## src/source/cgra_defines.svh

```systemverilog
`ifndef CGRA_DEFINES_SVH
`define CGRA_DEFINES_SVH

// ****************************************
// array slice sizing
// ****************************************

// number of reconfigurable regions
`define CGRA_NUM_PRR 2

// region field at the top of a config address
`define CGRA_PRR_ID_WIDTH 1

`define CGRA_CFG_ADDR_WIDTH 8
`define CGRA_CFG_DATA_WIDTH 32
`define CGRA_CFG_DEPTH 16

// stream side
`define CGRA_WORD_WIDTH 16
`define CGRA_RESULT_DEPTH 4

`endif

```

## src/source/cgra_cfg_pkg.sv

```systemverilog
`include "cgra_defines.svh"

package cgra_cfg_pkg;

    typedef logic [`CGRA_CFG_ADDR_WIDTH-1:0] cfg_addr_t;
    typedef logic [`CGRA_CFG_DATA_WIDTH-1:0] cfg_data_t;

    // register index, low bits of an address
    typedef logic [$clog2(`CGRA_CFG_DEPTH)-1:0] cfg_idx_t;

    // region number, top bits of an address
    typedef logic [`CGRA_PRR_ID_WIDTH-1:0] prr_id_t;

    typedef enum logic [1:0] {
        op_pass = 2'd0,
        op_add  = 2'd1,
        op_xor  = 2'd2,
        op_mul  = 2'd3
    } prr_op_e;

    // control fields decoded from registers 0 to 2
    typedef struct packed {
        logic                        glb2prr_on;
        logic                        prr2glb_on;
        prr_op_e                     op;
        logic [`CGRA_WORD_WIDTH-1:0] operand;
    } prr_ctrl_t;

endpackage

```

## src/source/cgra_stream_pkg.sv

```systemverilog
`include "cgra_defines.svh"

package cgra_stream_pkg;

    // data word moved between global buffer and regions
    typedef logic [`CGRA_WORD_WIDTH-1:0] word_t;

    // valid-only handshake, taken on any edge with valid high
    typedef struct packed {
        logic  valid;
        word_t data;
    } beat_t;

endpackage

```

## src/source/prr_cfg_decode.sv

```systemverilog
`timescale 1ns/1ps
`include "cgra_defines.svh"

module prr_cfg_decode #(
    parameter int prr_index = 0
) (
    input  logic                    clk,
    input  logic                    reset,
    input  logic                    wr_en,
    input  cgra_cfg_pkg::cfg_addr_t wr_addr,
    input  cgra_cfg_pkg::cfg_data_t wr_data,
    input  logic                    rd_en,
    input  cgra_cfg_pkg::cfg_addr_t rd_addr,
    output cgra_cfg_pkg::cfg_data_t rd_data,
    input  logic                    overflow,
    output cgra_cfg_pkg::prr_ctrl_t ctrl
);
    import cgra_cfg_pkg::*;

    localparam prr_id_t  own_id     = prr_id_t'(prr_index);
    localparam cfg_idx_t status_idx = cfg_idx_t'(3);

    // register map
    //   0     bit 0 glb2prr_on, bit 1 prr2glb_on
    //   1     bits 1:0 opcode
    //   2     bits 15:0 operand
    //   3     status, bit 0 sticky overflow, any write clears
    //   4-15  scratch
    cfg_data_t regs [`CGRA_CFG_DEPTH];

    logic     wr_hit;
    logic     rd_hit;
    cfg_idx_t wr_idx;
    cfg_idx_t rd_idx;

    assign wr_hit = wr_en && (wr_addr[`CGRA_CFG_ADDR_WIDTH-1 -: `CGRA_PRR_ID_WIDTH] == own_id);
    assign rd_hit = rd_en && (rd_addr[`CGRA_CFG_ADDR_WIDTH-1 -: `CGRA_PRR_ID_WIDTH] == own_id);
    assign wr_idx = wr_addr[$bits(cfg_idx_t)-1:0];
    assign rd_idx = rd_addr[$bits(cfg_idx_t)-1:0];

    always_ff @(posedge clk or posedge reset) begin
        if (reset) begin
            for (int i = 0; i < `CGRA_CFG_DEPTH; i++) begin
                regs[i] <= '0;
            end
        end else begin
            if (wr_hit) begin
                if (wr_idx == status_idx) begin
                    regs[status_idx] <= '0;
                end else begin
                    regs[wr_idx] <= wr_data;
                end
            end
            // a drop in the clearing cycle still sets the flag
            if (overflow) begin
                regs[status_idx][0] <= 1'b1;
            end
        end
    end

    always_comb begin
        rd_data = rd_hit ? regs[rd_idx] : '0;
    end

    always_comb begin
        ctrl.glb2prr_on = regs[0][0];
        ctrl.prr2glb_on = regs[0][1];
        ctrl.op         = prr_op_e'(regs[1][1:0]);
        ctrl.operand    = regs[2][`CGRA_WORD_WIDTH-1:0];
    end

endmodule

```

## src/source/prr_execute.sv

```systemverilog
`timescale 1ns/1ps

module prr_execute (
    input  logic                    clk,
    input  logic                    reset,
    input  logic                    stall,
    input  cgra_stream_pkg::beat_t  in_beat,
    input  cgra_cfg_pkg::prr_ctrl_t ctrl,
    output cgra_stream_pkg::beat_t  out_beat
);
    import cgra_cfg_pkg::*;
    import cgra_stream_pkg::*;

    logic  accept;
    word_t result;
    logic  valid_q;
    word_t data_q;

    // beat taken only with input streaming on and no stall
    assign accept = in_beat.valid && ctrl.glb2prr_on && !stall;

    always_comb begin
        case (ctrl.op)
            op_add: begin
                result = in_beat.data + ctrl.operand;
            end
            op_xor: begin
                result = in_beat.data ^ ctrl.operand;
            end
            op_mul: begin
                // low half of the product
                result = in_beat.data * ctrl.operand;
            end
            default: begin
                result = in_beat.data;
            end
        endcase
    end

    // single stage, holds while stalled
    always_ff @(posedge clk or posedge reset) begin
        if (reset) begin
            valid_q <= 1'b0;
        end else if (!stall) begin
            valid_q <= accept;
        end
    end

    always_ff @(posedge clk) begin
        if (accept) begin
            data_q <= result;
        end
    end

    assign out_beat = '{valid: valid_q, data: data_q};

endmodule

```

## src/source/prr_result_fifo.sv

```systemverilog
`timescale 1ns/1ps
`include "cgra_defines.svh"

module prr_result_fifo (
    input  logic                   clk,
    input  logic                   reset,
    input  logic                   stall,
    input  cgra_stream_pkg::beat_t in_beat,
    input  logic                   out_en,
    output cgra_stream_pkg::beat_t out_beat,
    output logic                   overflow
);
    import cgra_stream_pkg::*;

    localparam int               ptr_w = $clog2(`CGRA_RESULT_DEPTH);
    localparam logic [ptr_w:0]   depth = (ptr_w + 1)'(`CGRA_RESULT_DEPTH);
    localparam logic [ptr_w-1:0] last  = ptr_w'(`CGRA_RESULT_DEPTH - 1);

    word_t            mem [`CGRA_RESULT_DEPTH];
    logic [ptr_w-1:0] wr_ptr;
    logic [ptr_w-1:0] rd_ptr;
    logic [ptr_w:0]   count;
    logic             push;
    logic             pop;
    logic             valid_q;
    word_t            data_q;

    // ****************************************
    // push and pop decisions
    // ****************************************
    assign pop      = out_en && !stall && (count != '0);
    // a pop in the same cycle frees a slot
    assign push     = in_beat.valid && !stall && ((count != depth) || pop);
    assign overflow = in_beat.valid && !stall && (count == depth) && !pop;

    always_ff @(posedge clk or posedge reset) begin
        if (reset) begin
            wr_ptr <= '0;
            rd_ptr <= '0;
            count  <= '0;
        end else begin
            if (push) begin
                wr_ptr <= (wr_ptr == last) ? '0 : wr_ptr + 1'b1;
            end
            if (pop) begin
                rd_ptr <= (rd_ptr == last) ? '0 : rd_ptr + 1'b1;
            end
            if (push && !pop) begin
                count <= count + 1'b1;
            end else if (pop && !push) begin
                count <= count - 1'b1;
            end
        end
    end

    always_ff @(posedge clk) begin
        if (push) begin
            mem[wr_ptr] <= in_beat.data;
        end
    end

    // ****************************************
    // registered output beat
    // ****************************************
    always_ff @(posedge clk or posedge reset) begin
        if (reset) begin
            valid_q <= 1'b0;
        end else if (!stall) begin
            valid_q <= pop;
        end
    end

    always_ff @(posedge clk) begin
        if (pop) begin
            data_q <= mem[rd_ptr];
        end
    end

    assign out_beat = '{valid: valid_q, data: data_q};

endmodule

```

## src/source/cgra.sv

```systemverilog
`timescale 1ns/1ps
`include "cgra_defines.svh"

module cgra (
    input  logic                                              clk,
    input  logic                                              reset,
    input  logic                    [`CGRA_NUM_PRR-1:0]       stall,

    // configuration port, one per region
    input  logic                    [`CGRA_NUM_PRR-1:0]       cfg_wr_en,
    input  cgra_cfg_pkg::cfg_addr_t [`CGRA_NUM_PRR-1:0]       cfg_wr_addr,
    input  cgra_cfg_pkg::cfg_data_t [`CGRA_NUM_PRR-1:0]       cfg_wr_data,
    input  logic                    [`CGRA_NUM_PRR-1:0]       cfg_rd_en,
    input  cgra_cfg_pkg::cfg_addr_t [`CGRA_NUM_PRR-1:0]       cfg_rd_addr,
    output cgra_cfg_pkg::cfg_data_t [`CGRA_NUM_PRR-1:0]       cfg_rd_data,

    // streams to and from the global buffer
    input  cgra_stream_pkg::beat_t  [`CGRA_NUM_PRR-1:0]       g2io,
    output cgra_stream_pkg::beat_t  [`CGRA_NUM_PRR-1:0]       io2g
);
    import cgra_cfg_pkg::*;
    import cgra_stream_pkg::*;

    // ****************************************
    // one slice per region
    // ****************************************
    for (genvar r = 0; r < `CGRA_NUM_PRR; r++) begin : g_prr
        prr_ctrl_t ctrl;
        logic      overflow;
        beat_t     exe_beat;

        prr_cfg_decode #(
            .prr_index (r)
        ) i_decode (
            .clk      (clk),
            .reset    (reset),
            .wr_en    (cfg_wr_en[r]),
            .wr_addr  (cfg_wr_addr[r]),
            .wr_data  (cfg_wr_data[r]),
            .rd_en    (cfg_rd_en[r]),
            .rd_addr  (cfg_rd_addr[r]),
            .rd_data  (cfg_rd_data[r]),
            .overflow (overflow),
            .ctrl     (ctrl)
        );

        prr_execute i_execute (
            .clk      (clk),
            .reset    (reset),
            .stall    (stall[r]),
            .in_beat  (g2io[r]),
            .ctrl     (ctrl),
            .out_beat (exe_beat)
        );

        // output gated by the prr2glb bit
        prr_result_fifo i_result (
            .clk      (clk),
            .reset    (reset),
            .stall    (stall[r]),
            .in_beat  (exe_beat),
            .out_en   (ctrl.prr2glb_on),
            .out_beat (io2g[r]),
            .overflow (overflow)
        );
    end

endmodule

```

## config.mk

```make
export PLATFORM = sky130hd
export DESIGN_NAME = cgra
export DESIGN_NICKNAME = d
export VERILOG_FILES = /design/src/source/cgra_cfg_pkg.sv /design/src/source/cgra_stream_pkg.sv /design/src/source/prr_cfg_decode.sv /design/src/source/prr_execute.sv /design/src/source/prr_result_fifo.sv /design/src/source/cgra.sv
export VERILOG_INCLUDE_DIRS = /design/src /design/src/source
export SDC_FILE = /design/constraint.sdc
export NUM_CORES = 2
export LEC_CHECK = 0
export BUFFER_PORTS_ARGS = -buffer_cell sky130_fd_sc_hd__buf_2
export CORE_MARGIN = 8
export CORE_UTILIZATION = 30
export CTS_BUF_LIST = sky130_fd_sc_hd__clkbuf_2
export DETAILED_ROUTE_END_ITERATION = 8
export MAX_ROUTING_LAYER = met4
export PLACE_DENSITY = 0.53
export SETUP_SLACK_MARGIN = 0.15
export SLEW_MARGIN = 40
export SYNTH_ARGS = -nofsm -noshare
export SYNTH_HDL_FRONTEND = slang
export SYNTH_SLANG_ARGS = --single-unit
export TNS_END_PERCENT = 20
```

## constraint.sdc

```tcl
create_clock -name clk -period 94.6 [get_ports clk]
set_input_delay 4.73 -clock clk [delete_from_list [all_inputs] [get_ports clk]]
set_output_delay 4.73 -clock clk [all_outputs]
set_load 0.02 [all_outputs]
```

==> metrics.txt <==
status finished clean; worst reg-to-reg path cell count 19; CP max stage cell mux4_2; complex-gate fraction of the synthesized area 0.0131; Tmin final ~12 ns; Yosys cell types 60; largest net degree at the start of global routing approximately 110; Area Growth Syn to Fin 11.8%; Critical Path RT about 90 ns; drt first pass iters 5; DR iter-0 viols 2081; largest family of logic cells by synthesized area multiplexers; GRT Overall Usage 0.155; Placement Rows around 170; VDD IR max between 0.00002 and 0.00003 V; #FFs+latches synth ~1200; clk slew on worst S/H paths 0.10 ns; CP Capture Point cfg_rd_data[1]; Crit path largest cell delay 0.64 ns; Final Cycle Share 0.129; fin cells about 7600; PortBufs approximately 220; Reg2Reg Launch Point g_prr[0].i_decode.ctrl[5]; Post-CTS Setup Bufs 0; layout cells sized above 1 0.462; reg2reg setup slack around 88 ns; crit-path cells buf_8 > buf_6 > mux4_2 > mux4_2 > nor2b_1 > buf_2; Final Util 0.337; most frequent cell on the critical path mux4_2; asr flop ratio synth 0.844; Slew HR 0.276; prevailing post-synth register cell dfrtp_1; Die ar. ~0.23 sq mm; sequential fraction of the synthesis area 0.504; DR vias/cell roughly 4.9; Final ANT Viol Nets 0; Die Height between 400 and 500 um; Die W approximately 470 um; CP endpoint kind output port; CTS H-tree lvls 5; core area 0.209 sq mm; Final Hold Violating Endpoints 0; CTS Root Cell clkbuf_2; Final #Nets around 5000; Worst Hold Slack roughly 0.38 ns; Synth Cell Area 0.0631 sq mm; remaining global-route overflow 0; Post-Synth Simple-Gate Area 0.0468; Post-Syn Nets approximately 4700; Post-synth EDFFs around 190; global-route wire length before repair between 200000 and 300000 um; Initial Utilization 0.302; Routed WL between 150000 and 200000 um; placed cell count roughly 7000; P per Cell Area 23.5 mW/mm^2; RSZ-0062 raised after global routing no; Fin Setup TNS 0 ns; DPL Wire Length 100000 um; Final Setup Violations 0; CTS Buffer Depth 4; Max Clk Rate roughly 82 MHz; Max-Cap Viols 0; CTS tree done; Post-Synth XOR/XNOR Area 0.0152; routed via count ~37000; worst-path maximum fanout 55; # IOs roughly 240; Slew @ Worst Pin around 1.1 ns; Worst-Skew Late Latency around 1.7 ns; DRC violations left 0; GPL Wtd Cong 0.791; WP depth 6; vias in the first global route ~40000; Leak ~31 nW; adder-cell share of the synthesized area 0.0798; Synth Instances ~4200; CP delay by family, top buffers and inverters; WL/cell ~22 um; Pins Over Slew Limit 0; initial antenna violation count between 40 and 50; fillers around 21000; min-delay worst type reg -> reg; Clock Sinks roughly 1200; clk_skew around 0.25 ns; Worst Setup SP cfg_rd_addr[0]; WS Path Type in -> out; Critical Path Source Type primary input; cts bufs inserted 356; yosys warns 0; multiplexer area fraction after synthesis 0.308; Resize count post-CTS 0; hold buffer count at cts 0; worst reg2reg path endpoint g_prr[0].i_execute.data_q[14]; Avg Inst Size Synth 15.0 sq um; Crit path buffers/inverters 3; Arr. time, crit path around 7.5 ns
-- placed cells by master (no fill, tap or decap), drive strengths merged, types with 4 or more instances in the layout --
master | synthesis | routed
a211oi | 8 | 8
a21o | 16 | 16
a21oi | 34 | 34
a31oi | 4 | 4
and2 | 169 | 169
and3 | 35 | 35
buf | 80 | 290
bufinv | 0 | 6
clkbuf | 218 | 511
clkinv | 0 | 61
dfrtp | 1042 | 1042
diode | 0 | 32
edfxtp | 192 | 192
fa | 163 | 163
ha | 142 | 142
inv | 248 | 250
mux2 | 966 | 966
mux4 | 380 | 380
nand2 | 163 | 163
nand2b | 8 | 8
nand3 | 15 | 15
nand3b | 4 | 4
nor2 | 45 | 45
nor2b | 73 | 73
nor3 | 17 | 17
nor3b | 7 | 7
nor4 | 4 | 4
o21a | 12 | 12
o21ai | 17 | 17
o31ai | 5 | 5
or2 | 5 | 5
or3 | 5 | 5
xnor2 | 79 | 79
xor2 | 28 | 28
-- report_power, final --
part | switching (mW) | internal [mW] | total [mW] | leakage [nW]
combinational | 0.285 | 0.302 | 0.587 | 14.0
clock | 0.225 | 0.158 | 0.384 | 2.34
sequential | 0.0586 | 0.632 | 0.691 | 15.1
total | 0.569 | 1.09 | 1.66 | 31.5
-- cells by family (layout without fill, tap and decap cells) --
logic type / Yosys count / after routing
compound gates: 121 / 121
mux: 1348 / 1348
other cells: 0 / 32
xor+xnor: 108 / 108
flops: 1234 / 1234
buf+inv: 546 / 1118
fa+ha+maj: 305 / 305
simple gates: 558 / 558
-- area by class of cell --
class	count	area, sq um	share of cell area
multi-input cells	2440	29400	0.417
clock buffers	510	2550	0.0361
repair buffers	291	1820	0.0258
diodes	32	80.1	0.00113
inverters	248	943	0.0134
well taps	2805	3510	0.0497
clock inverters	69	437	0.00618
flip-flops and latches	1234	31800	0.451
-- through the flow --
step	setup slack, ns	area [sq um]	total power, mW
finish	82.36	70600	1.66
global route	82.16	70600	1.79
CTS	82.18	70500	1.70
detailed placement	82.19	67500	1.30
global placement	82.05	67300	1.29
floorplan	60.54	63100	1.15
-- state kept, by name, indices dropped and copies added, names as in the netlist, 4 cells and up --
name                    count
g_prr.i_result.data_q      32
g_prr.i_result.rd_ptr       4
g_prr.i_decode.regs       984
g_prr.i_result.count        6
g_prr.i_decode.ctrl        40
g_prr.i_result.wr_ptr       4
g_prr.i_execute.data_q     32
g_prr.i_result.mem        128
-- routing by layer --
layer / track usage / share of wire / vias up
li1: - / - / 16100
met3: 0.0366 / 0.053 / 330
met1: 0.198 / 0.44 / 19700
met2: 0.243 / 0.48 / 847
met4: 0.0507 / 0.028 / 0
met5: - / 0 / -
-- cells in the mapped netlist, types with 8 or more instances --
| library cell | instances | area share |
|---|---|---|
| dfrtp_1 | 1042 | 0.41 |
| mux2_2 | 955 | 0.17 |
| mux4_2 | 380 | 0.14 |
| inv_1 | 248 | 0.015 |
| clkbuf_1 | 218 | 0.013 |
| edfxtp_1 | 192 | 0.091 |
| and2_1 | 169 | 0.017 |
| fa_1 | 163 | 0.052 |
| nand2_1 | 163 | 0.0097 |
| ha_1 | 142 | 0.028 |
| xnor2_1 | 79 | 0.011 |
| buf_1 | 74 | 0.0044 |
| nor2b_1 | 73 | 0.0072 |
| nor2_1 | 45 | 0.0027 |
| and3_1 | 35 | 0.0035 |
| a21oi_1 | 34 | 0.0027 |
| xor2_1 | 28 | 0.0039 |
| nor3_1 | 17 | 0.0013 |
| a21o_1 | 16 | 0.0019 |
| nand3_1 | 15 | 0.0012 |
| o21ai_0 | 15 | 0.0012 |
| o21a_1 | 12 | 0.0014 |
| mux2_1 | 11 | 0.0020 |
| a211oi_1 | 8 | 0.00095 |
| nand2b_1 | 8 | 0.00079 |
-- how the worst min path moves through the flow --
stage / start / endpoint / cells past startpoint
2_1_floorplan: g_prr[1].i_decode.regs[385] / g_prr[1].i_decode.regs[385] / 1
3_3_place_gp: g_prr[1].i_decode.regs[394] / g_prr[1].i_decode.regs[394] / 1
3_5_place_dp: g_prr[1].i_decode.regs[388] / g_prr[1].i_decode.regs[388] / 1
4_1_cts: g_prr[0].i_execute.data_q[14] / g_prr[0].i_result.mem[0][14] / 0
5_1_grt: g_prr[0].i_execute.data_q[14] / g_prr[0].i_result.mem[1][14] / 0
6_report: g_prr[0].i_execute.data_q[14] / g_prr[0].i_result.mem[0][14] / 0
(Power assumes the default switching activity.)
